**config.mk**
```make
export PLATFORM = sky130hd
export DESIGN_NAME = vector_reduction
export DESIGN_NICKNAME = d
export VERILOG_FILES = /design/src/source/vector_pkg.sv /design/src/source/vector_reduction.sv
export SDC_FILE = /design/constraint.sdc
export NUM_CORES = 1
export LEC_CHECK = 0
export BUFFER_PORTS_ARGS = -buffer_cell sky130_fd_sc_hd__buf_2
export CORE_ASPECT_RATIO = 1.5
export CORE_UTILIZATION = 44
export CTS_CLUSTER_SIZE = 40
export DETAILED_ROUTE_END_ITERATION = 16
export MAX_ROUTING_LAYER = met4
export PLACE_DENSITY = 0.73
export SYNTH_ARGS = -nofsm -noshare
export SYNTH_HDL_FRONTEND = slang
export SYNTH_SLANG_ARGS = --single-unit
```
**constraint.sdc**
```tcl
create_clock -name clk -period 9 [get_ports clk]
set_input_delay 1.35 -clock clk [delete_from_list [all_inputs] [get_ports clk]]
set_output_delay 1.35 -clock clk [all_outputs]
set_load 0.005 [all_outputs]
```
**src/source/vector_pkg.sv**
```systemverilog
`default_nettype none

package vector_pkg;

    //////////////////////////////
    // widths

    localparam int elem_width = 8;
    localparam int addr_width = 16;

    //////////////////////////////
    // command and sequencer encodings

    typedef enum logic [7:0] {
        op_write     = 8'd1,
        op_read      = 8'd2,
        op_sum       = 8'd3,
        op_avg       = 8'd4,
        op_manhattan = 8'd5,
        op_sqdiff    = 8'd6,
        op_dot       = 8'd7
    } opcode_t;

    typedef enum logic [2:0] {
        idle,
        load,
        fetch,
        wait_alu,
        stream,
        wait_reduce,
        send
    } ctrl_state_t;

    //////////////////////////////
    // bundles between blocks

    // one shared address for both banks
    typedef struct packed {
        logic [addr_width-1:0] addr;
        logic                  a_we;
        logic                  b_we;
        logic [elem_width-1:0] wdata;
    } mem_req_t;

    typedef struct packed {
        logic [elem_width-1:0] a;
        logic [elem_width-1:0] b;
    } elem_pair_t;

    typedef struct packed {
        logic valid;
        logic first;
        logic last;
    } stream_tag_t;

    // all fields are zero when strobe is low so loads can be ORed
    typedef struct packed {
        logic        strobe;
        logic [31:0] word;
        logic [2:0]  byte_count;
    } result_load_t;

endpackage

`default_nettype wire

```
**src/source/vector_reduction.sv**
```systemverilog
`timescale 1ns/100ps
`default_nettype none

module vector_reduction (
    input  logic                     clk,
    input  logic                     reset,
    input  vector_pkg::elem_pair_t   pair,
    input  vector_pkg::stream_tag_t  tag,
    input  vector_pkg::opcode_t      opcode,
    output vector_pkg::result_load_t load
);
    import vector_pkg::*;

    logic [elem_width-1:0]   abs_diff;
    logic [2*elem_width-1:0] sq_diff;
    logic [2*elem_width-1:0] product;

    logic [31:0] term;
    stream_tag_t term_tag;
    logic [31:0] acc;
    logic [31:0] total;

    //////////////////////////////
    // per-element term

    assign abs_diff = (pair.a > pair.b) ? (pair.a - pair.b) : (pair.b - pair.a);
    assign sq_diff  = (2*elem_width)'(abs_diff) * (2*elem_width)'(abs_diff);
    assign product  = (2*elem_width)'(pair.a) * (2*elem_width)'(pair.b);

    // registered so the multiplier has a full cycle
    always_ff @(posedge clk) begin
        case (opcode)
            op_manhattan: term <= 32'(abs_diff);
            op_sqdiff:    term <= 32'(sq_diff);
            default:      term <= 32'(product);
        endcase
    end

    //////////////////////////////
    // accumulate

    // first element restarts the sum
    assign total = term_tag.first ? term : (acc + term);

    always_ff @(posedge clk) begin
        if (term_tag.valid) begin
            acc <= total;
        end
    end

    always_ff @(posedge clk) begin
        if (reset) begin
            term_tag <= '0;
            load     <= '0;
        end else begin
            term_tag <= tag;
            load     <= '0;
            if (term_tag.last) begin
                load.strobe     <= 1'b1;
                load.word       <= total;
                load.byte_count <= (opcode == op_manhattan) ? 3'd3 : 3'd4;
            end
        end
    end

endmodule

`default_nettype wire

```
* After elaboration in Yosys (flattened, before gate mapping)
Index checks and enable logic that the tools add are counted. Widths: inputs -> output; s select.
Word-level totals: register bits 103, input port bits 29, output and inout port bits 36, word-level logic and storage cells 23
Cells by class: add/subtract/negate cells 3, multipliers 2, $lt $le $gt $ge 1, eq/ne operators 2, multiplexer cells 5, bitwise operators 1, reduce and logical (&&, ||, !) cells 1
Operators with widths (count):
- $mux 36 | 1
- $add 32x32->32 | 1
- $mul 8x8->16 | 2
- $mux 32 | 1
- $pmux 16 s2 | 1
- $eq 8x3->1 const B | 2
- $sub 8x8->8 | 2
- $gt 8x8->1 | 1
- $mux 8 | 1
- $mux 3 | 1
- $reduce_or 2->1 | 1
- $not 1->1 | 1

* Longest topological paths before layout
word-level depth 4, mapped depth 27, gate-level depth less buffers 26

* Worst setup path before layout
No wires, ideal clock.
path kind input-to-reg, start point input port pair[8] in the netlist's numbering, end point register term[15], library setup time 0.088 ns, arrival time 7.086 ns, required time 8.912 ns, slack 1.826 ns, cell stages on the path 25, buffers on the path 1, path through inv_1 -> ha_1 -> inv_1 -> fa_1 -> a21o_1 -> a221oi_4 -> o21ai_4 -> mux2i_1 -> xor2_1 -> buf_2 -> or2_1 -> inv_2 -> fa_1 -> fa_1 -> inv_1 -> fa_1 -> fa_1 -> inv_1 -> ha_1 -> o21ai_0 -> a21boi_0 -> and3_1 -> a211oi_1 -> nor3_1 -> o32ai_2
Between the ends: word-level cells in the longest chain between the ends 4, elaborated cells between the ends (all ways) 7, those cells by class 2 x add/sub; 2 x mul; 1 x order compare; 2 x mux
RTL lines:
- start, declared | line vector_reduction.sv:7 | input vector_pkg::elem_pair_t pair,
- $sub 8x8->8 or $gt 8x8->1 (tied branches) | line vector_reduction.sv:26 | assign abs_diff = (pair.a > pair.b) ? (pair.a - pair.b) : (pair.b - pair.a);
- $mux 8 | line vector_reduction.sv:26
- $mul 8x8->16 | line vector_reduction.sv:27 | assign sq_diff = (2*elem_width)'(abs_diff) * (2*elem_width)'(abs_diff);
- $pmux 16 s2 (*) | line vector_reduction.sv:32 | case (opcode)
- end signal, assigned | line vector_reduction.sv:33 | op_manhattan: term <= 32'(abs_diff);
- end signal, assigned | line vector_reduction.sv:34 | op_sqdiff: term <= 32'(sq_diff);
- end signal, assigned | line vector_reduction.sv:35 | default: term <= 32'(product);
- end, declared | line vector_reduction.sv:18 | logic [31:0] term;
Mark *: on every way between the ends. The rest lies on a longest branch, timed or not. A chain may end at the register's enable or synchronous reset.

* Worst setup path in the final report
start point input port pair[8] in the netlist's numbering, end point register term[14]
The elaborated chain is that of the path after synthesis.

==> summary.md <==
| Metric | Value |
|---|---|
| Clk pwr share | 0.122 |
| Combinational Power Share | 0.713 |
| Dpl cell area | about 9200 um2 |
| Largest net degree at the start of global routing | 57 |
| Cts repair resizes | 0 |
| Worst-path fanout max | 12 |
| Worst path required time | ~9 ns |
| Max_slew headroom | 0.3699 |
| Sequential Area | 2042 um2 |
| CTS tree | done |
| Vias per Instance | approximately 5.4 |
| Crit. End Element | flip-flop |
| DR iter-0 viols | between 300 and 400 |
| Sequential-to-total area share from yosys stat | 0.2367 |
| Synth Instances | between 900 and 1,000 |
| Area grow syn2layout | 10.08% |
| Most used DFF post-synth | dfxtp_1 |
| FF-to-FF End | acc[30]$_DFFE_PP_ |
| Total grt overflow | 0 |
| Initial Util | 0.4503 |
| Row cnt | between 60 and 70 |
| Cts hold-fix bufs | 0 |
| Post-synth ARST share | 0 |
| Period utilisation layout | 0.8399 |
| Sw Pwr | between 1.5 and 2 mW |
| CORE AREA | roughly 19,000 um2 |
| Post-CTS Setup Inserts | 0 |
| Sw frac | 0.4732 |
| CTS sink cnt | 86 |
| Critical Path, Cell by Cell | buf_2, inv_1, ha_1, inv_1, fa_1, a21o_1, a221oi_4, o21ai_4, mux2i_1, nor2_1, fa_1, fa_1, inv_1, fa_1, fa_1, inv_1, ha_1, o21ai_0, a21boi_0, o41ai_1, nor2_1, a221oi_1, xor2_1, o22ai_1 |
| Wire length per cell | 15.11 um |
| Flop2flop setup slack | around 5.9 ns |
| Final wirelength | ~19 mm |
| Io pins | 65 |
| # fillers | 1,826 |
| Yosys cell types | 71 |
| Most frequent CP cell | fa_1 |
| CTS Buf Count | 9 |
| Outcome | completed |
| Max Cap Viol | 0 |
| Routability congestion estimate | 0.9123 |
| Worst path slowest cell | mux2i_1 |
| Most used standard cell by instance count after synthesis | inv_1 |
| LEAKAGE | about 4.6 nW |
| Cell taking the most area after synthesis | ha_1 |
| CP Class | input port to flip-flop |
| RSZ-0062 raised after global routing | false |
| Tmin final | 7.559 ns |
| Initial antenna violation count | 0 |
| Worst skew pair latency | ~0.34 ns |
| CP Data Arrival Time | approximately 8 ns |
| Final-report hold violation count | 0 |
| Max Slew Vio Count | 0 |
| Dpl ws | 1.132 ns |
| CTS clk-pin slew, worst paths | about 0.060 ns |
| CP startpoint | pair[8] |
| YS warnings | 0 |
| Multi-input logic area | 5981 um2 |
| Slew @ Worst Pin | roughly 0.92 ns |
| First-pass GRT wire length | 32.75 mm |
| Layout net count | 1,215 |
| Final Util | 0.4957 |
| Post-Synthesis Cell Area | 8628 um2 |
| Fin Setup TNS | 0 ns |
| Router iterations before antenna repair | 5 |
| End of the critical path | term[14]$_DFF_P_ |
| Die height | about 170 um |
| Worst setup margin | about 1.4 ns |
| Max rail drop VDD | between 150 and 200 uV |
| Setup Skew | about 0.0082 ns |
| Vias in the first global route | between 7,000 and 8,000 |
| Hold WC Path Type | flip-flop to flip-flop |
| GRT Resource Usage Total | 0.2108 |
| Finished Cell Area | around 9500 um2 |
| Startpoint Class | input port |
| Syn Area/Cell | between 8 and 9 um2 |
| Worst r2r src | term[0]$_DFF_P_ |
| Final ANT Viol Nets | 0 |
| CTS Buffer Depth | 2 |
| R2R depth | 10 |
| Root buffer cell | clkbuf_16 |
| Vias | between 6,000 and 7,000 |
| CP max stage delay | between 0.7 and 0.8 ns |
| PD cells | 341.7 nW/um2 |
| N_diodes | 0 |
| Fmax | about 130 MHz |
| # setup viols final | 0 |
| Overall power | around 3.2 mW |
| EDFF count, synth | 32 |
| # H-tree levels | 3 |
| Layout cells sized above 1 | 0.1008 |
| Die ar. | slightly above 20,000 um2 |
| Register bit total from synthesis | 86 |
| IO buf count | 64 |
| Syn nets | between 1,000 and 1,500 |
| Die width | roughly 120 um |
| Reg power frac | 0.165 |
| Top-area cell type share of the netlist area | 0.1523 |
| Worst hold stages | 2 |
| Top cells by area, synth | ha_1 15%, fa_1 15%, dfxtp_1 13%, edfxtp_1 11%, inv_1 5.4% |
| Most frequent cells after synthesis | 124 x inv_1, 105 x ha_1, 88 x nor2_1, 82 x nand2_1, 64 x fa_1 |
| Residual DRC | 0 |
| Int Pwr | between 1.5 and 2 mW |
| Post-DP HPWL | between 15 and 20 mm |
## final cells by class
| type | instances | area share |
|---|---|---|
| Multi-Input combinational cell | 724 | 0.6297 |
| Sequential cell | 86 | 0.2150 |
| Inverter | 129 | 0.05098 |
| Timing Repair Buffer | 67 | 0.03610 |
| Tap cell | 256 | 0.03372 |
| Clock buffer | 11 | 0.02780 |
| Clock inverter | 5 | 0.006718 |
## logic make-up after synthesis
kind of cell,Yosys count,synth area share
xor+xnor,41,0.04640
compound gates,199,0.1524
simple gates,287,0.1576
mux,28,0.03596
flops,86,0.2367
buf+inv,156,0.07018
fa+ha+maj,169,0.3008
## critical path: cells and delay by family
| family | cells | cell delay (ns) |
|---|---|---|
| adder cells (fa/ha/maj) | 7 | 3.07 |
| AO/OA/AOI/OAI | 8 | 1.69 |
| multiplexers | 1 | 0.74 |
| AND/OR/NAND/NOR | 2 | 0.29 |
| buffers and inverters | 5 | 0.46 |
| XOR/XNOR | 1 | 0.18 |
## metrics by stage
| step | hold slack, ns | std cells |
|---|---|---|
| 6_report | 0.5488 | 1278 |
| 5_1_grt | 0.5792 | 1278 |
| 4_1_cts | 0.5441 | 1278 |
| 2_1_floorplan | 0.4873 | 966 |
| 3_5_place_dp | 0.5362 | 1262 |
| 3_3_place_gp | 0.5290 | 1262 |
## metal layers
layer,vias to the layer above,track usage,share of wire
met5,-,-,0
met4,0,0.08226,0.032
met3,41,0.02378,0.027
met2,155,0.3861,0.54
met1,3276,0.2252,0.40
li1,3375,-,-
## power by group through the flow
stage / logic [mW] / registers, mW / clock network, mW
final: 2.31 / 0.535 / 0.396
after floorplan: 1.79 / 0.535 / 0
after global routing: 2.62 / 0.542 / 0.417
after CTS: 2.31 / 0.536 / 0.401
after detailed placement: 2.30 / 0.542 / 0
after global placement: 2.24 / 0.542 / 0
## registers in the layout, summed over array words and instances (netlist names)
register and count:
term 16, term_tag 3, load 35, acc 32
## worst min-delay path by stage
stage	start	slack [ns]	endpoint
floorplan	term[13]$_DFF_P_	0.49	load[16]$_SDFF_PP0_
global placement	term[13]$_DFF_P_	0.53	load[16]$_SDFF_PP0_
detailed placement	term[13]$_DFF_P_	0.54	load[16]$_SDFF_PP0_
CTS	term[13]$_DFF_P_	0.54	load[16]$_SDFF_PP0_
global route	term[13]$_DFF_P_	0.58	load[16]$_SDFF_PP0_
finish	term[13]$_DFF_P_	0.55	load[16]$_SDFF_PP0_
## placed cells by master, fill, tap and decap left out, types with 10 or more instances in the layout
cell and n:
buf_2 64, xor2_1 19, a211oi_1 10, clkbuf_16 10, o21a_1 10, dfxtp_1 54
nor3_1 14, fa_1 64, inv_1 124, edfxtp_1 32, a21oi_1 55, nand2_1 82
nor2b_1 20, xnor2_1 18, and2_1 17, o21ai_0 39, mux2_1 10, a21o_1 25
ha_1 105, nor2_1 88, mux2i_1 15, and3_1 11, or3_1 13, nand2b_1 10
No activity file was read; power rests on OpenSTA's default activity.
