### src/source/vector_pkg.sv
`default_nettype none

package vector_pkg;

    //////////////////////////////
    // widths

    localparam int elem_width = 8;
    localparam int addr_width = 16;

    //////////////////////////////
    // command and sequencer encodings

    typedef enum logic [7:0] {
        op_write     = 8'd1,
        op_read      = 8'd2,
        op_sum       = 8'd3,
        op_avg       = 8'd4,
        op_manhattan = 8'd5,
        op_sqdiff    = 8'd6,
        op_dot       = 8'd7
    } opcode_t;

    typedef enum logic [2:0] {
        idle,
        load,
        fetch,
        wait_alu,
        stream,
        wait_reduce,
        send
    } ctrl_state_t;

    //////////////////////////////
    // bundles between blocks

    // one shared address for both banks
    typedef struct packed {
        logic [addr_width-1:0] addr;
        logic                  a_we;
        logic                  b_we;
        logic [elem_width-1:0] wdata;
    } mem_req_t;

    typedef struct packed {
        logic [elem_width-1:0] a;
        logic [elem_width-1:0] b;
    } elem_pair_t;

    typedef struct packed {
        logic valid;
        logic first;
        logic last;
    } stream_tag_t;

    // all fields are zero when strobe is low so loads can be ORed
    typedef struct packed {
        logic        strobe;
        logic [31:0] word;
        logic [2:0]  byte_count;
    } result_load_t;

endpackage

`default_nettype wire

### src/source/element_alu.sv
`timescale 1ns/100ps
`default_nettype none

module element_alu (
    input  logic                            clk,
    input  vector_pkg::elem_pair_t          pair,
    input  vector_pkg::opcode_t             opcode,
    output logic [vector_pkg::elem_width:0] result
);
    import vector_pkg::*;

    logic [elem_width:0] sum;
    logic [elem_width:0] avg;

    //////////////////////////////
    // combinational part

    // one extra bit keeps the carry
    assign sum = {1'b0, pair.a} + {1'b0, pair.b};

    // floor of the mean is the sum without its low bit
    assign avg = {1'b0, sum[elem_width:1]};

    //////////////////////////////
    // output register

    always_ff @(posedge clk) begin
        if (opcode == op_avg) begin
            result <= avg;
        end else begin
            result <= sum;
        end
    end

endmodule

`default_nettype wire

### config.mk
export PLATFORM = sky130hd
export DESIGN_NAME = element_alu
export DESIGN_NICKNAME = d
export VERILOG_FILES = /design/src/source/vector_pkg.sv /design/src/source/element_alu.sv
export SDC_FILE = /design/constraint.sdc
export NUM_CORES = 1
export LEC_CHECK = 0
export ABC_AREA = 1
export BUFFER_PORTS_ARGS = -buffer_cell sky130_fd_sc_hd__clkbuf_2
export CAP_MARGIN = 20
export CORE_ASPECT_RATIO = 1.25
export CORE_MARGIN = 2
export CORE_UTILIZATION = 35
export CTS_CLUSTER_DIAMETER = 120
export DETAILED_ROUTE_END_ITERATION = 12
export GPL_ROUTABILITY_DRIVEN = 0
export GPL_TIMING_DRIVEN = 0
export SLEW_MARGIN = 40
export SYNTH_ARGS = -nofsm -noshare
export SYNTH_HDL_FRONTEND = slang
export SYNTH_SLANG_ARGS = --single-unit
### constraint.sdc
create_clock -name clk -period 2.9 [get_ports clk]
set_clock_uncertainty 0.15 [all_clocks]
set_input_delay 0 -clock clk [delete_from_list [all_inputs] [get_ports clk]]
set_output_delay 0 -clock clk [all_outputs]
set_load 0.05 [all_outputs]
Word-level counts from Yosys, hierarchy flattened:

Cells that the tools add are included.

* add/sub/neg operators: 1
* equal/unequal tests: 1
* mux-type cells: 1

Operators by type and width (number)
* adder 8 x 8 -> 9 bit: 1
* == test 8 x 3 -> 1 bit (second input constant): 1
* 2-to-1 mux 8 bit: 1

* bits in registers: 9
* bits of input ports: 25
* output and inout bits: 9
* logic and storage cells: 5

Depth between registers and ports, before layout:

Gate-level depths: netlist (run 1).

* word-level depth: 2
* depth in mapped cells: 9
* mapped depth without buffers: 9

Worst setup path before layout (run 1):

OpenSTA, ideal clock, no wires.

* kind: input to register
* start: in pair[0] (netlist bit)
* end: reg result[5] (netlist bit)
* library setup time: 113 ps
* data arrival time: 1052 ps
* required time: 2637 ps
* path slack: 1585 ps
* cell stages on the path: 8
* buffers on the path: 0
* cells stage by stage: ha_1 > fa_1 > nand2_1 > nand2_1 > nand3_1 > nand3b_1 > nand3_1 > nand2_1

* cells in the longest elaborated chain, start to end: 2

Ends and longest elaborated chain
* from (decl): line element_alu.sv:6 `input vector_pkg::elem_pair_t pair,`
* adder 8 x 8 -> 9 bit: line element_alu.sv:19 `assign sum = {1'b0, pair.a} + {1'b0, pair.b};`
* 2-to-1 mux 8 bit: line element_alu.sv:28 `if (opcode == op_avg) begin`
* to (signal assigned): line element_alu.sv:29 `result <= avg;`
* to (signal assigned): line element_alu.sv:31 `result <= sum;`
* to (decl): line element_alu.sv:8 `output logic [vector_pkg::elem_width:0] result`

Every way passes these cells.
A chain may end at the register's enable or synchronous reset.

Worst setup path after layout (run 1):

* start: in pair[8] (netlist bit)
* end: reg result[6] (netlist bit)

The elaborated chain is that of the path after synthesis.

==> results of run 1 <==
path summary, 6_finish.rpt:
check,startpoint,endpoint,slack [ps],cells after the start
max,pair[8],result[6]$_DFF_P_,1110,10
min,opcode[4],result[1]$_DFF_P_,20,5
what timing repair did:
action                    4_1_cts  5_1_grt
hold buffers                    2        0
hold endpoints to repair        1        0
resized for setup               0        0
power breakdown:
part	total [mW]	leakage [nW]	switching [mW]	internal, mW
Sequential	0.148	0.0759	0.00402	0.144
Clock	0.0876	0.0150	0.0351	0.0525
Combinational	0.209	0.473	0.142	0.0672
per-layer routing:
layer	GRT usage [%]	vias up
met5	0	-
met4	9.09	0
met3	0.990	2
met2	22.5	21
met1	14.7	299
li1	-	403
cells by family after synthesis:
logic type	synth area share [%]
simple gates	42.4
buf+inv	6.09
fa+ha+maj	16.7
flops	25.0
compound gates	8.52
xor+xnor	1.22
critical path, delay by kind of cell:
family / cells / cell delay [ps]
adder cells (fa/ha/maj): 2 / 600
AND/OR/NAND/NOR: 6 / 550
buffers and inverters: 2 / 630
placed cells by master (no fill, tap or decap), types with 3 or more instances in the layout:
cell type  count
clkbuf_2      33
nand2_1       30
nand3_1       17
inv_1         10
dfxtp_1        9
ha_1           8
nor2_1         6
a21oi_1        3
clkbuf_4       3
layout make-up:
cell class | count | area (um2) | area share [%]
Multi-Input combinational cell | 80 | 495 | 51.8
Timing Repair Buffer | 35 | 185 | 19.4
Sequential cell | 9 | 180 | 18.8
Inverter | 11 | 43.8 | 4.58
Clock buffer | 4 | 26.3 | 2.75
Tap cell | 20 | 25.0 | 2.62
==> results_dict.tcl, run 1 <==
set metrics [dict create \
    max_freq_mhz 558 \
    hold_viol 0 \
    synth_top_area_share_pct 25.0 \
    wl_met3_um 83 \
    fillers 206 \
    grt_max_degree 11 \
    cp.required_ps 2890 \
    p_leak_nw 0.564 \
    status "complete, no violations" \
    syn_nets 134 \
    drc 0 \
    diodes 0 \
    die_h_um 54.7 \
    fin_cells 159 \
    crit_type "in2reg" \
    cts_max_level 1 \
    ant_nets 0 \
    grt_overflow 0 \
    fin_crit_sh_pct 61.8 \
    synth_area_leaders "dfxtp_1 (25%), nand2_1 (16%), ha_1 (14%), nand3_1 (12%), inv_1 (5.2%)" \
    tns_ps 0 \
    initial_core_util_pct 36.7 \
    final_core_util_pct 48.8 \
    via_count 725 \
    max-cap-violations 0 \
    antenna_found_initial 0 \
    highest_layer "met4" \
    min_period_ps 1790 \
    pre_cts_ws_ps 1380 \
    grt_pass1_vias 616 \
    crit_path_top_delay_cell "dlygate4sd3_1" \
    drive_gt1_share_pct 33.8 \
    synth_ff_type "dfxtp_1" \
    ios 34 \
    synth-seq-cells 9 \
    grt_util_all_layers_pct 12.9 \
    worst_slack_ps 1110 \
    hold_ws_ps 20.3 \
    worstHoldPathType "in2reg" \
    synth_commonest_cells "nand2_1 (30), nand3_1 (17), inv_1 (10)" \
    critPathLaunchType "input port" \
    drt-total-wl_um 1310 \
    via_per_inst 4.56 \
    grt_first_pass_wirelength_um 2320 \
    synth_edf_count 0 \
    reg.largest.list "result (9)" \
    synth_most_common_cell "nand2_1" \
    slew_violations 0 \
    wl_met2_um 643 \
    slew_headroom_pct 81.1 \
    die_area_um2 2440 \
    tightest_slew_ps 283 \
    port_buffers 33 \
    synth_top_cell_by_area "dfxtp_1" \
    ys_types 22 \
    drt-initial-drc-count 6 \
    placed_cells 153 \
    synth.yosys.seq_area_share_pct 25.0 \
    ys_warn_count 0 \
    syn_to_final_growth_pct 32.9 \
    row_count 18 \
    die_w_um 44.6 \
    setup_viol 0 \
    avgSynthCellArea_um2 7.19 \
    power_density_nw_per_um2 465 \
    clockRootBuffer "clkbuf_4" \
    cts_tree "built" \
    fin_area_um2 956 \
    detail_route.first_pass.iterations 4 \
    post-dp-hpwl_um 1190 \
    postCtsSetupBuffers 0 \
    p_total_mw 0.445 \
    nets 174 \
    cts_sinks 9 \
    syn_area_um2 719 \
    place_area_um2 910 \
    cpMostUsedCell "nand2_1" \
    clockBufferDepth 2 \
    cp.arrival_ps 1780 \
    worst_setup_path_end_kind "flop" \
    numCtsBuffers 3 \
    rsz0062_at_grt "no" \
    syn_inst 100 \
    worst-path-max-fanout 4 \
    worst_path_largest_cell_delay_ps 530 \
    clkTransAtPathRegs_ps 50 \
    ir_drop_mv 0.147 \
    ys_async_sr_fraction_pct 0 \
    largest_reg_flops 9 \
    top_register "result" \
    wl_met1_um 562 \
    path_cells "dlygate4sd3_1 > clkbuf_2 > ha_1 > fa_1 > nand2_1 > nand2_1 > nand3_1 > nand3b_1 > nand3_1 > nand2_1" \
    core_um2 1960 \
    wl_per_cell_um 8.24 \
]
Power figures use the tool's default switching activity.
==> inputs of run 2 (changes only) <==
--- a/config.mk
+++ b/config.mk
@@ -5,7 +5,7 @@
 export SDC_FILE = /design/constraint.sdc
 export NUM_CORES = 1
 export LEC_CHECK = 0
-export ABC_AREA = 1
+export ABC_AREA = 0
 export BUFFER_PORTS_ARGS = -buffer_cell sky130_fd_sc_hd__clkbuf_2
 export CAP_MARGIN = 20
 export CORE_ASPECT_RATIO = 1.25
@@ -15,6 +15,7 @@
 export DETAILED_ROUTE_END_ITERATION = 12
 export GPL_ROUTABILITY_DRIVEN = 0
 export GPL_TIMING_DRIVEN = 0
+export PLACE_DENSITY = 0.65
 export SLEW_MARGIN = 40
 export SYNTH_ARGS = -nofsm -noshare
 export SYNTH_HDL_FRONTEND = slang
==> constraint.sdc (replaced) <==
create_clock -name clk -period 1.75 [get_ports clk]
set_clock_uncertainty 0.15 [all_clocks]
set_input_delay 0 -clock clk [delete_from_list [all_inputs] [get_ports clk]]
set_output_delay 0 -clock clk [all_outputs]
set_load 0.05 [all_outputs]
==> results_dict.tcl, run 2 <==
set metrics [dict create \
    ant_nets 0 \
    hold_viol 0 \
    detail_route.first_pass.iterations 2 \
    cts_sinks 9 \
    drive_gt1_share_pct 42.9 \
    cp.required_ps 1740 \
    wl_per_cell_um 10.5 \
    hold_ws_ps 59.9 \
    synth_edf_count 0 \
    numCtsBuffers 3 \
    initial_core_util_pct 36.7 \
    postCtsSetupBuffers 0 \
    max_freq_mhz 607 \
    die_area_um2 2160 \
    drc 0 \
    synth_top_area_share_pct 28.5 \
    slew_violations 0 \
    worst-path-max-fanout 3 \
    largest_reg_flops 9 \
    critPathLaunchType "input port" \
    fin_crit_sh_pct 94.1 \
    max-cap-violations 0 \
    worst_setup_path_end_kind "flop" \
    core_um2 1720 \
    cp.arrival_ps 1640 \
    synth.yosys.seq_area_share_pct 28.5 \
    diodes 0 \
    seq_area_um2 180 \
    reg.largest.list "result (9)" \
    p_leak_nw 0.428 \
    synth-simple-area-share_pct 13.7 \
    layout_commonest_cell "clkbuf_2" \
    ios 34 \
    grt_pass1_vias 595 \
    synth_most_common_cell "dfxtp_1" \
    slew_headroom_pct 75.5 \
    die_w_um 42.0 \
    cts_max_level 1 \
    post-dp-hpwl_um 1120 \
    worst_slack_ps 103 \
    clockBufferDepth 2 \
    nets 140 \
    syn_area_um2 632 \
    status "complete, no violations" \
    drt-initial-drc-count 9 \
    pre_cts_ws_ps -173 \
    ys_warn_count 0 \
    worstHoldPathType "in2reg" \
    synthAdderAreaFrac_pct 19.0 \
    multi_input_area_um2 435 \
    syn_inst 65 \
    clockRootBuffer "clkbuf_4" \
    cp-endpoint "result[6]$_DFF_P_" \
    place_area_um2 821 \
    via_per_inst 4.98 \
    synth-seq-cells 9 \
    clkTransAtPathRegs_ps 60 \
    synth_compound_area_share_pct 21.8 \
    antenna_found_initial 0 \
    fillers 174 \
    synth_top_cell_by_area "dfxtp_1" \
    cts_tree "built" \
    syn_nets 99 \
    synth_ff_type "dfxtp_1" \
    p_total_mw 0.759 \
    grt_util_all_layers_pct 13.7 \
    crit_type "in2reg" \
    rsz0062_at_grt "no" \
    final_core_util_pct 51.1 \
    avgSynthCellArea_um2 9.72 \
    syn_to_final_growth_pct 39.2 \
    synth_top_family_by_area "compound AO/OA/AOI/OAI gates" \
    port_buffers 33 \
    grt_first_pass_wirelength_um 2260 \
    synth_xor_xnor_area_share_pct 6.93 \
    synth_commonest_cells "dfxtp_1 (9), ha_1 (8), a21oi_1 (6)" \
    setup_viol 0 \
    ir_drop_mv 0.263 \
    top_register "result" \
    muxShareOfSynthArea_pct 7.13 \
    min_period_ps 1650 \
    power_density_nw_per_um2 863 \
    grt_overflow 0 \
    row_count 17 \
    synth_area_leaders "dfxtp_1 (29%), ha_1 (16%), mux2_2 (7.1%), a21oi_1 (4.8%), xnor2_1 (4.2%)" \
    via_count 617 \
    tightest_slew_ps 365 \
    drt-total-wl_um 1300 \
    final_cell_mix "clkbuf_2 (33), dfxtp_1 (9), ha_1 (8), a21oi_1 (6), mux2_2 (4)" \
    crit_start "pair[0]" \
    grt_max_degree 11 \
    die_h_um 51.5 \
    ys_async_sr_fraction_pct 0 \
    fin_area_um2 880 \
    ys_types 28 \
]
## run 2: critical path, stage by stage
cell      delay (ps)
clkbuf_2          80
ha_1             230
fa_1             420
a21oi_1          230
o211ai_1         190
xor2_1           190
a221o_1          300
## run 2: area by class of cell
class                      count  area share [%]
buffer                         1            1.28
clock buffer                   4            2.99
inverter                       2           0.853
multi-input combinational     53            49.5
sequential                     9            20.5
tap                           19            2.70
timing repair buffer          36            22.2
## run 2: routing by layer
layer  wire, um  track usage, %  up-vias
met5          0               0        -
met4         42            12.4        0
met3         45            1.39        4
met2        696            23.7       16
met1        511            14.6      271
li1           -               -      326
## run 2: per-stage QoR
stage,TNS (ps),cells
global placement,-353,117
floorplan,0,65
finish,0,124
detailed placement,-476,117
global route,0,124
CTS,0,124
## run 2: report_power, final
| group | leakage, nW | switching, mW | internal [mW] |
|---|---|---|---|
| Combinational | 0.337 | 0.234 | 0.123 |
| Sequential | 0.0759 | 0.00825 | 0.243 |
| Clock | 0.0150 | 0.0635 | 0.0873 |
## run 2: worst min path at each step
| stage | start | endpoint | slack (ps) | cells after the start |
|---|---|---|---|---|
| 2_1_floorplan | pair[8] | result[0]$_DFF_P_ | 90 | 2 |
| 3_3_place_gp | pair[8] | result[0]$_DFF_P_ | 190 | 3 |
| 3_5_place_dp | pair[8] | result[0]$_DFF_P_ | 210 | 3 |
| 4_1_cts | pair[9] | result[0]$_DFF_P_ | 60 | 3 |
| 5_1_grt | pair[9] | result[0]$_DFF_P_ | 50 | 3 |
| 6_report | pair[9] | result[0]$_DFF_P_ | 60 | 3 |
## run 2: cell families (layout without fill, tap and decap cells)
| kind of cell | count (synthesis) | after routing |
|---|---|---|
| AOI/OAI and AO/OA | 20 | 20 |
| and+or+nand+nor | 15 | 15 |
| adders and majority gates | 9 | 9 |
| DFF | 9 | 9 |
| xor gates and xnor gates | 5 | 5 |
| muxes | 4 | 4 |
| buffers and inverters | 3 | 43 |
## run 2: repair_timing
action,CTS,global route
setup endpoints to repair,0,1
resized for setup,0,1
endpoints found under the hold margin,2,0
hold buffers,3,0
