[config.mk]
export PLATFORM = sky130hd
export DESIGN_NAME = result_serializer
export DESIGN_NICKNAME = d
export VERILOG_FILES = /design/src/source/vector_pkg.sv /design/src/source/result_serializer.sv
export SDC_FILE = /design/constraint.sdc
export NUM_CORES = 1
export LEC_CHECK = 0
export BUFFER_PORTS_ARGS = -buffer_cell sky130_fd_sc_hd__buf_2
export CORE_MARGIN = 3
export CORE_UTILIZATION = 53
export CTS_BUF_LIST = sky130_fd_sc_hd__clkbuf_4
export CTS_CLUSTER_DIAMETER = 150
export DETAILED_ROUTE_END_ITERATION = 10
export GPL_TIMING_DRIVEN = 0
export PLACE_DENSITY = 0.89
export SLEW_MARGIN = 5
export SYNTH_ARGS = -nofsm -noshare
export SYNTH_HDL_FRONTEND = slang
export SYNTH_SLANG_ARGS = --single-unit
[constraint.sdc]
create_clock -name clk -period 2.7 [get_ports clk]
set_clock_uncertainty 0.1 [all_clocks]
set_input_delay 0.54 -clock clk [delete_from_list [all_inputs] [get_ports clk]]
set_output_delay 0.54 -clock clk [all_outputs]
set_load 0.02 [all_outputs]
[src/source/vector_pkg.sv]
`default_nettype none

package vector_pkg;

    //////////////////////////////
    // widths

    localparam int elem_width = 8;
    localparam int addr_width = 16;

    //////////////////////////////
    // command and sequencer encodings

    typedef enum logic [7:0] {
        op_write     = 8'd1,
        op_read      = 8'd2,
        op_sum       = 8'd3,
        op_avg       = 8'd4,
        op_manhattan = 8'd5,
        op_sqdiff    = 8'd6,
        op_dot       = 8'd7
    } opcode_t;

    typedef enum logic [2:0] {
        idle,
        load,
        fetch,
        wait_alu,
        stream,
        wait_reduce,
        send
    } ctrl_state_t;

    //////////////////////////////
    // bundles between blocks

    // one shared address for both banks
    typedef struct packed {
        logic [addr_width-1:0] addr;
        logic                  a_we;
        logic                  b_we;
        logic [elem_width-1:0] wdata;
    } mem_req_t;

    typedef struct packed {
        logic [elem_width-1:0] a;
        logic [elem_width-1:0] b;
    } elem_pair_t;

    typedef struct packed {
        logic valid;
        logic first;
        logic last;
    } stream_tag_t;

    // all fields are zero when strobe is low so loads can be ORed
    typedef struct packed {
        logic        strobe;
        logic [31:0] word;
        logic [2:0]  byte_count;
    } result_load_t;

endpackage

`default_nettype wire

[src/source/result_serializer.sv]
`timescale 1ns/100ps
`default_nettype none

module result_serializer (
    input  logic                     clk,
    input  logic                     reset,
    input  vector_pkg::result_load_t load,
    input  logic                     tx_busy,
    output logic                     tx_start,
    output logic [7:0]               tx_byte,
    output logic                     send_done
);
    import vector_pkg::*;

    logic [31:0] shift_reg;
    logic [2:0]  remaining;
    logic        gap;
    logic        accept;

    // new word only when nothing is left to send
    assign accept = load.strobe && (remaining == 3'd0);

    // gap gives the transmitter a cycle to raise tx_busy
    assign tx_start = (remaining != 3'd0) && !tx_busy && !gap;
    assign tx_byte  = shift_reg[elem_width-1:0];

    //////////////////////////////
    // byte counter and pacing

    always_ff @(posedge clk) begin
        if (reset) begin
            remaining <= '0;
            gap       <= 1'b0;
            send_done <= 1'b0;
        end else begin
            gap       <= tx_start;
            send_done <= tx_start && (remaining == 3'd1);
            if (tx_start) begin
                remaining <= remaining - 3'd1;
            end else if (accept) begin
                remaining <= load.byte_count;
            end
        end
    end

    // low byte goes out first
    always_ff @(posedge clk) begin
        if (accept) begin
            shift_reg <= load.word;
        end else if (tx_start) begin
            shift_reg <= shift_reg >> elem_width;
        end
    end

endmodule

`default_nettype wire

Word level (Yosys, flattened, before mapping)
Index checks and enable logic that the tools add are counted.
{"block": "word_totals", "register_bits": 37, "inputBits": 39, "output_inout_bits": 10, "elab_cells": 19}
{"block": "classes", "n_addsub": 1, "n_eq_ne": 1, "mux": 4, "n_reduce_logical": 9}
{"operator": "2-to-1 mux 32 bit", "n": 2}
{"operator": "2-to-1 mux 3 bit", "n": 2}
{"operator": "logical AND 1 bit", "n": 4}
{"operator": "== test 3 x 1 -> 1 bit (second input constant)", "n": 1}
{"operator": "logical NOT 3 bit", "n": 1}
{"operator": "nonzero test 3 bit", "n": 1}
{"operator": "subtractor 3 x 1 -> 3 bit (second input constant)", "n": 1}
{"operator": "logical NOT 1 bit", "n": 2}
{"operator": "nonzero test 2 bit", "n": 1}

Depth between registers and ports, before layout
Gate-level depths: netlist of run 1.
{"block": "logic_depth", "ltp_word": 5, "depth_mapped": 7, "mapped_depth_nobuf": 5}

Worst setup path after synthesis of run 1
Ideal clock, no wire load.
{"block": "synth_timing", "kind": "reg-to-reg", "startpoint": "reg remaining[0]", "endpoint": "reg shift_reg[0], enable pin", "setup_time_ns": 0.479, "t_arrival_ns": 1.619, "required_ns": 2.121, "slack_ns": 0.502, "path_stages_with_launch": 6, "path_buffers": 1, "period_less_slack_ns": 2.198, "path_cell_list": "dfxtp_1 -> inv_1 -> ha_1 -> nand3b_1 -> buf_2 -> nand2_1"}
{"block": "synth_via", "elab_chain_len": 4, "elab_cells_between_ends": 6, "cone_classes": "reduce/logical: 6"}
{"element": "start, declared", "line_no": "result_serializer.sv:16", "rtl": "logic [2:0] remaining;"}
{"element": "start signal, assigned", "line_no": "result_serializer.sv:39", "rtl": "remaining <= remaining - 3'd1;"}
{"element": "start signal, assigned", "line_no": "result_serializer.sv:41", "rtl": "remaining <= load.byte_count;"}
{"element": "nonzero test 3 bit", "line_no": "result_serializer.sv:24", "rtl": "assign tx_start = (remaining != 3'd0) && !tx_busy && !gap;"}
{"element": "logical AND 1 bit (2 in series)", "line_no": "result_serializer.sv:24"}
{"element": "nonzero test 2 bit (no line) (*)"}
{"element": "end signal, assigned", "line_no": "result_serializer.sv:49", "rtl": "shift_reg <= load.word;"}
{"element": "end signal, assigned", "line_no": "result_serializer.sv:51", "rtl": "shift_reg <= shift_reg >> elem_width;"}
{"element": "end, declared", "line_no": "result_serializer.sv:15", "rtl": "logic [31:0] shift_reg;"}
Mark *: on every way between the ends. The rest lies on a longest branch, timed or not.
A chain may end at the register's enable or synchronous reset.

Worst setup path after layout of run 1
{"block": "layout_timing", "startpoint": "reg remaining[0]", "endpoint": "reg shift_reg[21], enable pin"}
The elaborated chain is that of the path after synthesis.

==> results.tsv, run 1 <==
metric	value	unit
hold_depth	2	
globalRouteMet1Util	17.8	%
final_cell_mix	nand2_1 (73), buf_2 (53), edfxtp_1 (32)	
final.period_utilization	83.8	%
min_delay_worst_endpoint	remaining[1]	
cts_setup_buffers	0	
place_congestion	0.778	
antenna_violations_before_repair	0	
final-max-slew-violation-count	0	
synth_sequential_area_ratio	64.3	%
overall_fraction_of_global_route_tracks_in_use	16.3	%
grt_remaining_overflow	0	
p_per_area	1120	nW/µm²
ios	49	
fillers	211	
clock_tree_from_tritoncts	yes	
timing.critical_path.arrival	2.14	ns
setup_repair_after_global_routing_missed_its_margin	false	
max_cap_violations	0	
worstHoldPathType	input pin to flop	
reg2reg_to	shift_reg[21]	
timing.max_slew.rel_slack	53.0	%
numClockSinks	37	
r2r_cells	5	
synth-seq-cells	37	
synthesis.nets	197	
timing_worst_setup_path_type	flop to flop	
final_area	1990	µm²
antenna_violating_nets_post_route	0	
areaGrowthSynthToFinish	20.7	%
fp.coreArea	2850	µm²
fmax	442	MHz
cts_root_buffer	clkbuf_4	
period_minus_slack	2.26	ns
initialDrtViolationCount	27	
drc	0	
postSynthAreaPerCell	10.6	µm²
grt_first_pass_wirelength	4.35	mm
timing.setup.tns	0	ns
crit_path_max_fanout	32	
clk_pin_slew	0.10	ns
first_pass_iters	4	
drt_wl_total	2.76	mm
detailed_place_hpwl	2.00	mm
avgViaCountPerCell	4.86	
status	complete, no violations	
final_common_cell	nand2_1	
timing_worst_slew_pin_value	0.703	ns
final-hold-violation-count	0	
floorplan.initialDensity	57.9	%
port-buffer-count	48	
multi_input_area	480	µm²
worst_skew_late_latency	0.33	ns
ff_latch_area	1060	µm²
placed_cell_area	1930	µm²
cts_hold_repair.buffers	0	
reg2reg_slack	0.44	ns
maximum_number_of_pins_on_one_net_before_global_route_repair	33	
routed-via-count	1175	
vdd_drop_max	603	µV
grt_util_met3	8.26	%
cts_buffer_depth	2	
reg_to_reg_critical_path_startpoint	remaining[0]	
synthesis.yosys.warnings	0	
largest_register_ff_count	32	
drive_gt1_share	33.6	%
core.rowCount	19	
synth_cell_type_count	21	
vias_in_the_first_global_route	1098	
setup-violations-final	0	
cts.htree.levels	2	
worstSetupEndpointType	flop	
syn-instance-count	155	
chipHeight	61.8	µm
detail_route.wl_per_cell	11.4	µm
cts-buffers-inserted	5	
synth_area	1650	µm²
cellLeakagePower	0.000954	µW
placed_cells_incl_taps	234	
global_route.peak_usage_layer	met2	
timing.hold.worst.start	reset	
antennaDiodeCount	0	
crit_path_start_kind	flop	
grtUsageMet2	26.5	%
die_area	3820	µm²
final_net_count	252	
timing.critical_path.required	2.57	ns
instances_no_fill	242	
dieWidth	61.8	µm
## cell families (layout without fill, tap and decap cells)
group / count (synthesis) / after routing / synth area share (%)
compound gates: 8 / 8 / 3.94
fa+ha+maj: 3 / 3 / 2.27
buf+inv: 18 / 74 / 6.75
flops: 37 / 37 / 64.3
simple gates: 89 / 89 / 22.7
## worst max path at each step
stage	from	end	slack, ns
CTS	remaining[0]	shift_reg[29]	0.43
global route	remaining[0]	tx_start	0.27
detailed placement	remaining[0]	shift_reg[3]	0.01
floorplan	remaining[0]	shift_reg[0]	0.50
finish	remaining[0]	shift_reg[21]	0.44
global placement	remaining[0]	shift_reg[12]	0.05
## layer usage
layer / vias up / share of wire [%]
met3: 7 / 10
met2: 44 / 48
met1: 503 / 40
li1: 621 / -
met5: - / 0
met4: 0 / 1.9
## through the flow
step	power (µW)	hold WS, ns	utilization, %	worst slack [ns]
after floorplan	1730	0.361	-	0.502
after global routing	2400	0.298	69.8	0.269
after detailed placement	1950	0.398	67.6	0.0147
after global placement	1910	0.393	67.6	0.0515
final	2220	0.321	69.8	0.437
after CTS	2240	0.301	69.8	0.425
## cell type report
cell class              count  area share (%)
plain buffers              14            4.84
clock buffers               8            3.02
inverters                   4           0.754
multi-input cells         100            24.1
flip-flops and latches     37            53.3
well taps                  31            1.95
repair buffers             48            12.1
## repair_timing
action / 4_1_cts / 5_1_grt
setup endpoints to repair: 32 / 0
gates resized for setup: 1 / 0
hold endpoints to repair: 0 / 0
## cell usage after synthesis
cell	count	area share, %
a32oi_1	1	0.53
buf_4	8	3.6
a211o_1	1	0.53
and3b_1	1	0.53
nor2_1	2	0.46
nand2b_1	1	0.38
nor4b_1	2	1.1
nand3b_1	1	0.46
ha_1	3	2.3
buf_2	5	1.5
inv_1	4	0.91
buf_6	1	0.68
a211oi_1	1	0.46
nand2_1	74	17
a21oi_1	1	0.30
a221oi_1	1	0.53
o2bb2ai_1	1	0.53
edfxtp_1	32	58
a311oi_1	2	1.1
and2_1	8	3.0
dfxtp_1	5	6.1
## power by group
group	switching [µW]	internal [µW]	leakage (µW)
clock network	163	134	0.0000368
logic	501	327	0.000560
registers	77.7	1020	0.000357
total	742	1480	0.000954
## worst max-delay path, stage by stage (launching register included)
cell      delay (ns)
dfxtp_1         0.35
inv_1           0.08
ha_1            0.23
nand3b_1        0.30
buf_2           0.29
nand2_2         0.54
Note: power is estimated with default switching activity, not from simulation.
==> inputs of run 2 (changes only) <==
==> constraint.sdc (replaced) <==
create_clock -name clk -period 2.2 [get_ports clk]
set_clock_uncertainty 0.1 [all_clocks]
set_input_delay 0.44 -clock clk [delete_from_list [all_inputs] [get_ports clk]]
set_output_delay 0.44 -clock clk [all_outputs]
set_load 0.02 [all_outputs]
==> results.tsv, run 2 (synthesized netlist as in run 1, its figures left out) <==
metric	value	unit
internal-power	1840	µW
clock_tree_from_tritoncts	yes	
status	complete, no violations	
dieWidth	61.8	µm
ios	49	
chipHeight	61.8	µm
final_common_cell	nand2_1	
floorplan.initialDensity	57.9	%
timing.hold.worst.start	reset	
antenna_violating_nets_post_route	0	
combPwrFrac	38.5	%
timing.critical_path.arrival	1.57	ns
timing_worst_slew_pin_value	0.421	ns
total_switching_power	943	µW
cts.htree.levels	2	
seq_power_share	48.4	%
swShare	33.9	%
startpoint	remaining[0]	
cellLeakagePower	0.000959	µW
detailed_place_hpwl	2.00	mm
reg2reg_slack	0.22	ns
vias_in_the_first_global_route	1106	
areaGrowthSynthToFinish	22.1	%
routed-via-count	1188	
place_congestion	0.778	
clock_power_share	13.1	%
crit_path_start_kind	flop	
period_minus_slack	2.11	ns
fp.coreArea	2850	µm²
overall_fraction_of_global_route_tracks_in_use	16.5	%
timing.max_slew.rel_slack	71.8	%
clk_pin_slew	0.10	ns
reg2reg_to	shift_reg[21]	
first_pass_iters	4	
core.rowCount	19	
final.period_utilization	95.8	%
port-buffer-count	48	
maximum_number_of_pins_on_one_net_before_global_route_repair	33	
detail_route.wl_per_cell	11.7	µm
cts_setup_buffers	0	
crit_path_max_fanout	5	
worstHoldPathType	input pin to flop	
drive_gt1_share	34.6	%
placed_cells_incl_taps	234	
reg_to_reg_critical_path_startpoint	remaining[0]	
cts_hold_repair.buffers	0	
antennaDiodeCount	0	
vdd_drop_max	738	µV
postLayoutCoreUtil	70.7	%
timing.critical_path.required	1.66	ns
ctsResizeCount	3	
final_net_count	252	
setup-violations-final	0	
timing_worst_setup_path_type	flop to output pin	
final-hold-violation-count	0	
max_cap_violations	0	
drc	0	
setup.worst_path.end	tx_start	
antenna_violations_before_repair	0	
setup_repair_after_global_routing_missed_its_margin	true	
final-max-slew-violation-count	0	
grt_remaining_overflow	0	
worstSetupEndpointType	output pin	
cts_root_buffer	clkbuf_4	
avgViaCountPerCell	4.91	
numClockSinks	37	
largest_register_ff_count	32	
cts-buffers-inserted	5	
p_per_area	1380	nW/µm²
grt_first_pass_wirelength	4.40	mm
cts_buffer_depth	2	
instances_no_fill	242	
initialDrtViolationCount	28	
final_cell_mix	nand2_1 (72), buf_2 (53), edfxtp_1 (32)	
fmax	475	MHz
die_area	3820	µm²
timing.setup.tns	0	ns
drt_wl_total	2.84	mm
r2r_cells	5	
worst_skew_late_latency	0.33	ns
==> run 2: cell counts in the layout (fill, tap and decap cells not counted) <==
No cell type changed its count.
==> run 2: worst max-delay path, stage by stage, from the launching register on <==
cell	delay (ns)
dfxtp_1	0.39
inv_1	0.08
ha_1	0.27
nand2b_4	0.12
nand2_2	0.12
inv_1	0.09
buf_2	0.16
==> run 2: per-stage QoR <==
step	setup WS [ns]	cell area [µm²]	total power (µW)	hold WS, ns
after floorplan	0.00221	1650	2120	0.361
after detailed placement	-0.485	1930	2390	0.398
final	0.0931	2020	2780	0.217
after global routing	-0.0498	2020	2990	0.198
after CTS	0.0429	2000	2760	0.201
after global placement	-0.448	1930	2340	0.393
==> run 2: area by class of cell <==
cell class	instances	area [µm²]
flip-flops and latches	37	1060
fillers	208	837
multi-input cells	100	504
repair buffers	48	240
plain buffers	14	96.3
clock buffers	8	60.1
well taps	31	38.8
inverters	4	15.0
==> run 2: how the worst min path moves through the flow <==
stage / end / slack (ns) / cells past startpoint
after CTS: remaining[1] / 0.20 / 2
after global placement: shift_reg[11] / 0.39 / 2
after detailed placement: shift_reg[9] / 0.40 / 2
after floorplan: remaining[0] / 0.36 / 1
after global routing: remaining[1] / 0.20 / 2
final: remaining[1] / 0.22 / 2
==> run 2: routing by layer <==
layer	vias up	track usage (%)	share of wire, %
met2	46	26.9	48
li1	622	-	-
met1	514	17.9	40
met5	-	0	0
met3	6	8.26	10
met4	0	7.88	1.6
==> run 2: power by group through the flow <==
stage               clock network (µW)  registers [µW]  logic (µW)
finish                             366            1350        1070
global placement                     0            1350         990
floorplan                            0            1340         783
detailed placement                   0            1370        1020
global route                       408            1370        1210
CTS                                377            1340        1040
==> inputs of run 3 (changes only) <==
--- a/config.mk
+++ b/config.mk
@@ -6,7 +6,6 @@
 export NUM_CORES = 1
 export LEC_CHECK = 0
 export BUFFER_PORTS_ARGS = -buffer_cell sky130_fd_sc_hd__buf_2
-export CORE_MARGIN = 3
 export CORE_UTILIZATION = 53
 export CTS_BUF_LIST = sky130_fd_sc_hd__clkbuf_4
 export CTS_CLUSTER_DIAMETER = 150
==> results.tsv, run 3 (synthesized netlist as in run 1, its figures left out) <==
metric	value	unit
ios	49	
clock_power_share	12.8	%
total_switching_power	917	µW
crit_path_start_kind	flop	
swShare	33.3	%
antenna_violating_nets_post_route	0	
antenna_violations_before_repair	0	
slowest_delay	0.40	ns
cts.htree.levels	2	
core.rowCount	19	
avgViaCountPerCell	4.89	
place_congestion	0.793	
cp_top_family	flip-flops	
vdd_drop_max	688	µV
reg2reg_to	shift_reg[28]	
ff_latch_area	1060	µm²
die_area	3340	µm²
fmax	480	MHz
placed_cell_area	1930	µm²
cellLeakagePower	0.000960	µW
numClockSinks	37	
fillers	213	
violations	DRC	
cts_root_buffer	clkbuf_4	
detailed_place_hpwl	1.99	mm
final_common_cell	nand2_1	
cp.buffers_inverters	3	
final.period_utilization	94.6	%
critical_path_cell_count	6	
worstSetupEndpointType	output pin	
combPwrFrac	38.5	%
max_cap_violations	0	
status	finished with violations	
areaGrowthSynthToFinish	21.5	%
maximum_number_of_pins_on_one_net_before_global_route_repair	33	
final-max-slew-violation-count	0	
grt_first_pass_wirelength	4.37	mm
timing.critical_path.arrival	1.54	ns
startpoint	remaining[0]	
drt_wl_total	2.70	mm
timing.critical_path.required	1.66	ns
overall_fraction_of_global_route_tracks_in_use	17.6	%
cts-buffers-inserted	5	
timing_worst_slew_pin_value	0.403	ns
setup-violations-final	0	
dieWidth	57.8	µm
setup_repair_after_global_routing_missed_its_margin	true	
path_cells	inv_1, ha_1, nand2b_1, nand2_1, inv_1, buf_2	
worst_skew_late_latency	0.31	ns
reg_to_reg_critical_path_startpoint	remaining[0]	
first_pass_iters	8	
drc	5	
cts_hold_repair.buffers	0	
timing_worst_setup_path_type	flop to output pin	
vias_in_the_first_global_route	1130	
initialDrtViolationCount	44	
final_area	2000	µm²
detail_route.wl_per_cell	11.1	µm
crit_path_max_fanout	5	
clk_pin_slew	0.10	ns
cpMaxStageDelayCell	dfxtp_1	
instances_no_fill	243	
routed-via-count	1188	
period_minus_slack	2.08	ns
r2r_cells	5	
p_per_area	1370	nW/µm²
setup.worst_path.end	tx_start	
seq_power_share	48.7	%
cts_buffer_depth	2	
drive_gt1_share	34.0	%
fp.coreArea	2850	µm²
final_cell_mix	nand2_1 (73), buf_2 (53), edfxtp_1 (32)	
clock_tree_from_tritoncts	yes	
largest_register_ff_count	32	
final-hold-violation-count	0	
reg2reg_slack	0.14	ns
placed_cells_incl_taps	234	
timing.max_slew.rel_slack	73.1	%
worstHoldPathType	input pin to flop	
port-buffer-count	48	
internal-power	1830	µW
chipHeight	57.8	µm
grt_remaining_overflow	0	
library_cell_appearing_most_often_on_the_critical_path	inv_1	
final_net_count	253	
multi_input_area	485	µm²
antennaDiodeCount	0	
floorplan.initialDensity	57.9	%
run 3: worst min path at each step:
stage | cells past startpoint | startpoint | endpoint
global route | 2 | reset | remaining[2]
finish | 2 | reset | remaining[1]
global placement | 2 | shift_reg[29] | shift_reg[21]
detailed placement | 2 | shift_reg[25] | shift_reg[17]
floorplan | 1 | remaining[0] | remaining[0]
CTS | 2 | reset | remaining[1]
run 3: per-stage QoR:
| stage | setup TNS (ns) | total power (µW) | util [%] | hold slack, ns | worst slack [ns] |
|---|---|---|---|---|---|
| detailed placement | -15.67 | 2400 | 67.6 | 0.397 | -0.490 |
| CTS | 0 | 2740 | 70.0 | 0.232 | 0.0141 |
| floorplan | 0 | 2120 | - | 0.361 | 0.00221 |
| global placement | -14.26 | 2340 | 67.6 | 0.394 | -0.446 |
| global route | -0.358 | 2940 | 70.3 | 0.234 | -0.0171 |
| finish | 0 | 2750 | 70.3 | 0.241 | 0.118 |
run 3: timing repair:
action	4_1_cts	5_1_grt
resized for setup	2	0
setup buffers	0	1
endpoints found under the hold margin	0	0
setup endpoints to repair	32	33
run 3: metal layers:
metal / global-route usage [%] / up-vias / routed length [µm]
met5: 0 / - / 0
met4: 7.82 / 0 / 37
met3: 5.13 / 6 / 242
met2: 30.7 / 57 / 1360
met1: 20.0 / 506 / 1060
li1: - / 619 / -
run 3: area by class of cell:
type                            instances  area share (%)
Buffer                                 14            4.81
Clock buffer                            8            3.00
Inverter                                4           0.749
Multi-Input combinational cell        100            24.2
Sequential cell                        37            52.9
Tap cell                               31            1.94
Timing Repair Buffer                   49            12.4
run 3: power groups by stage:
stage          Sequential [µW]  Combinational, µW  Clock (µW)
6_report                  1340               1060         353
3_3_place_gp              1350                987           0
4_1_cts                   1340               1040         359
5_1_grt                   1370               1180         396
2_1_floorplan             1340                783           0
3_5_place_dp              1370               1030           0
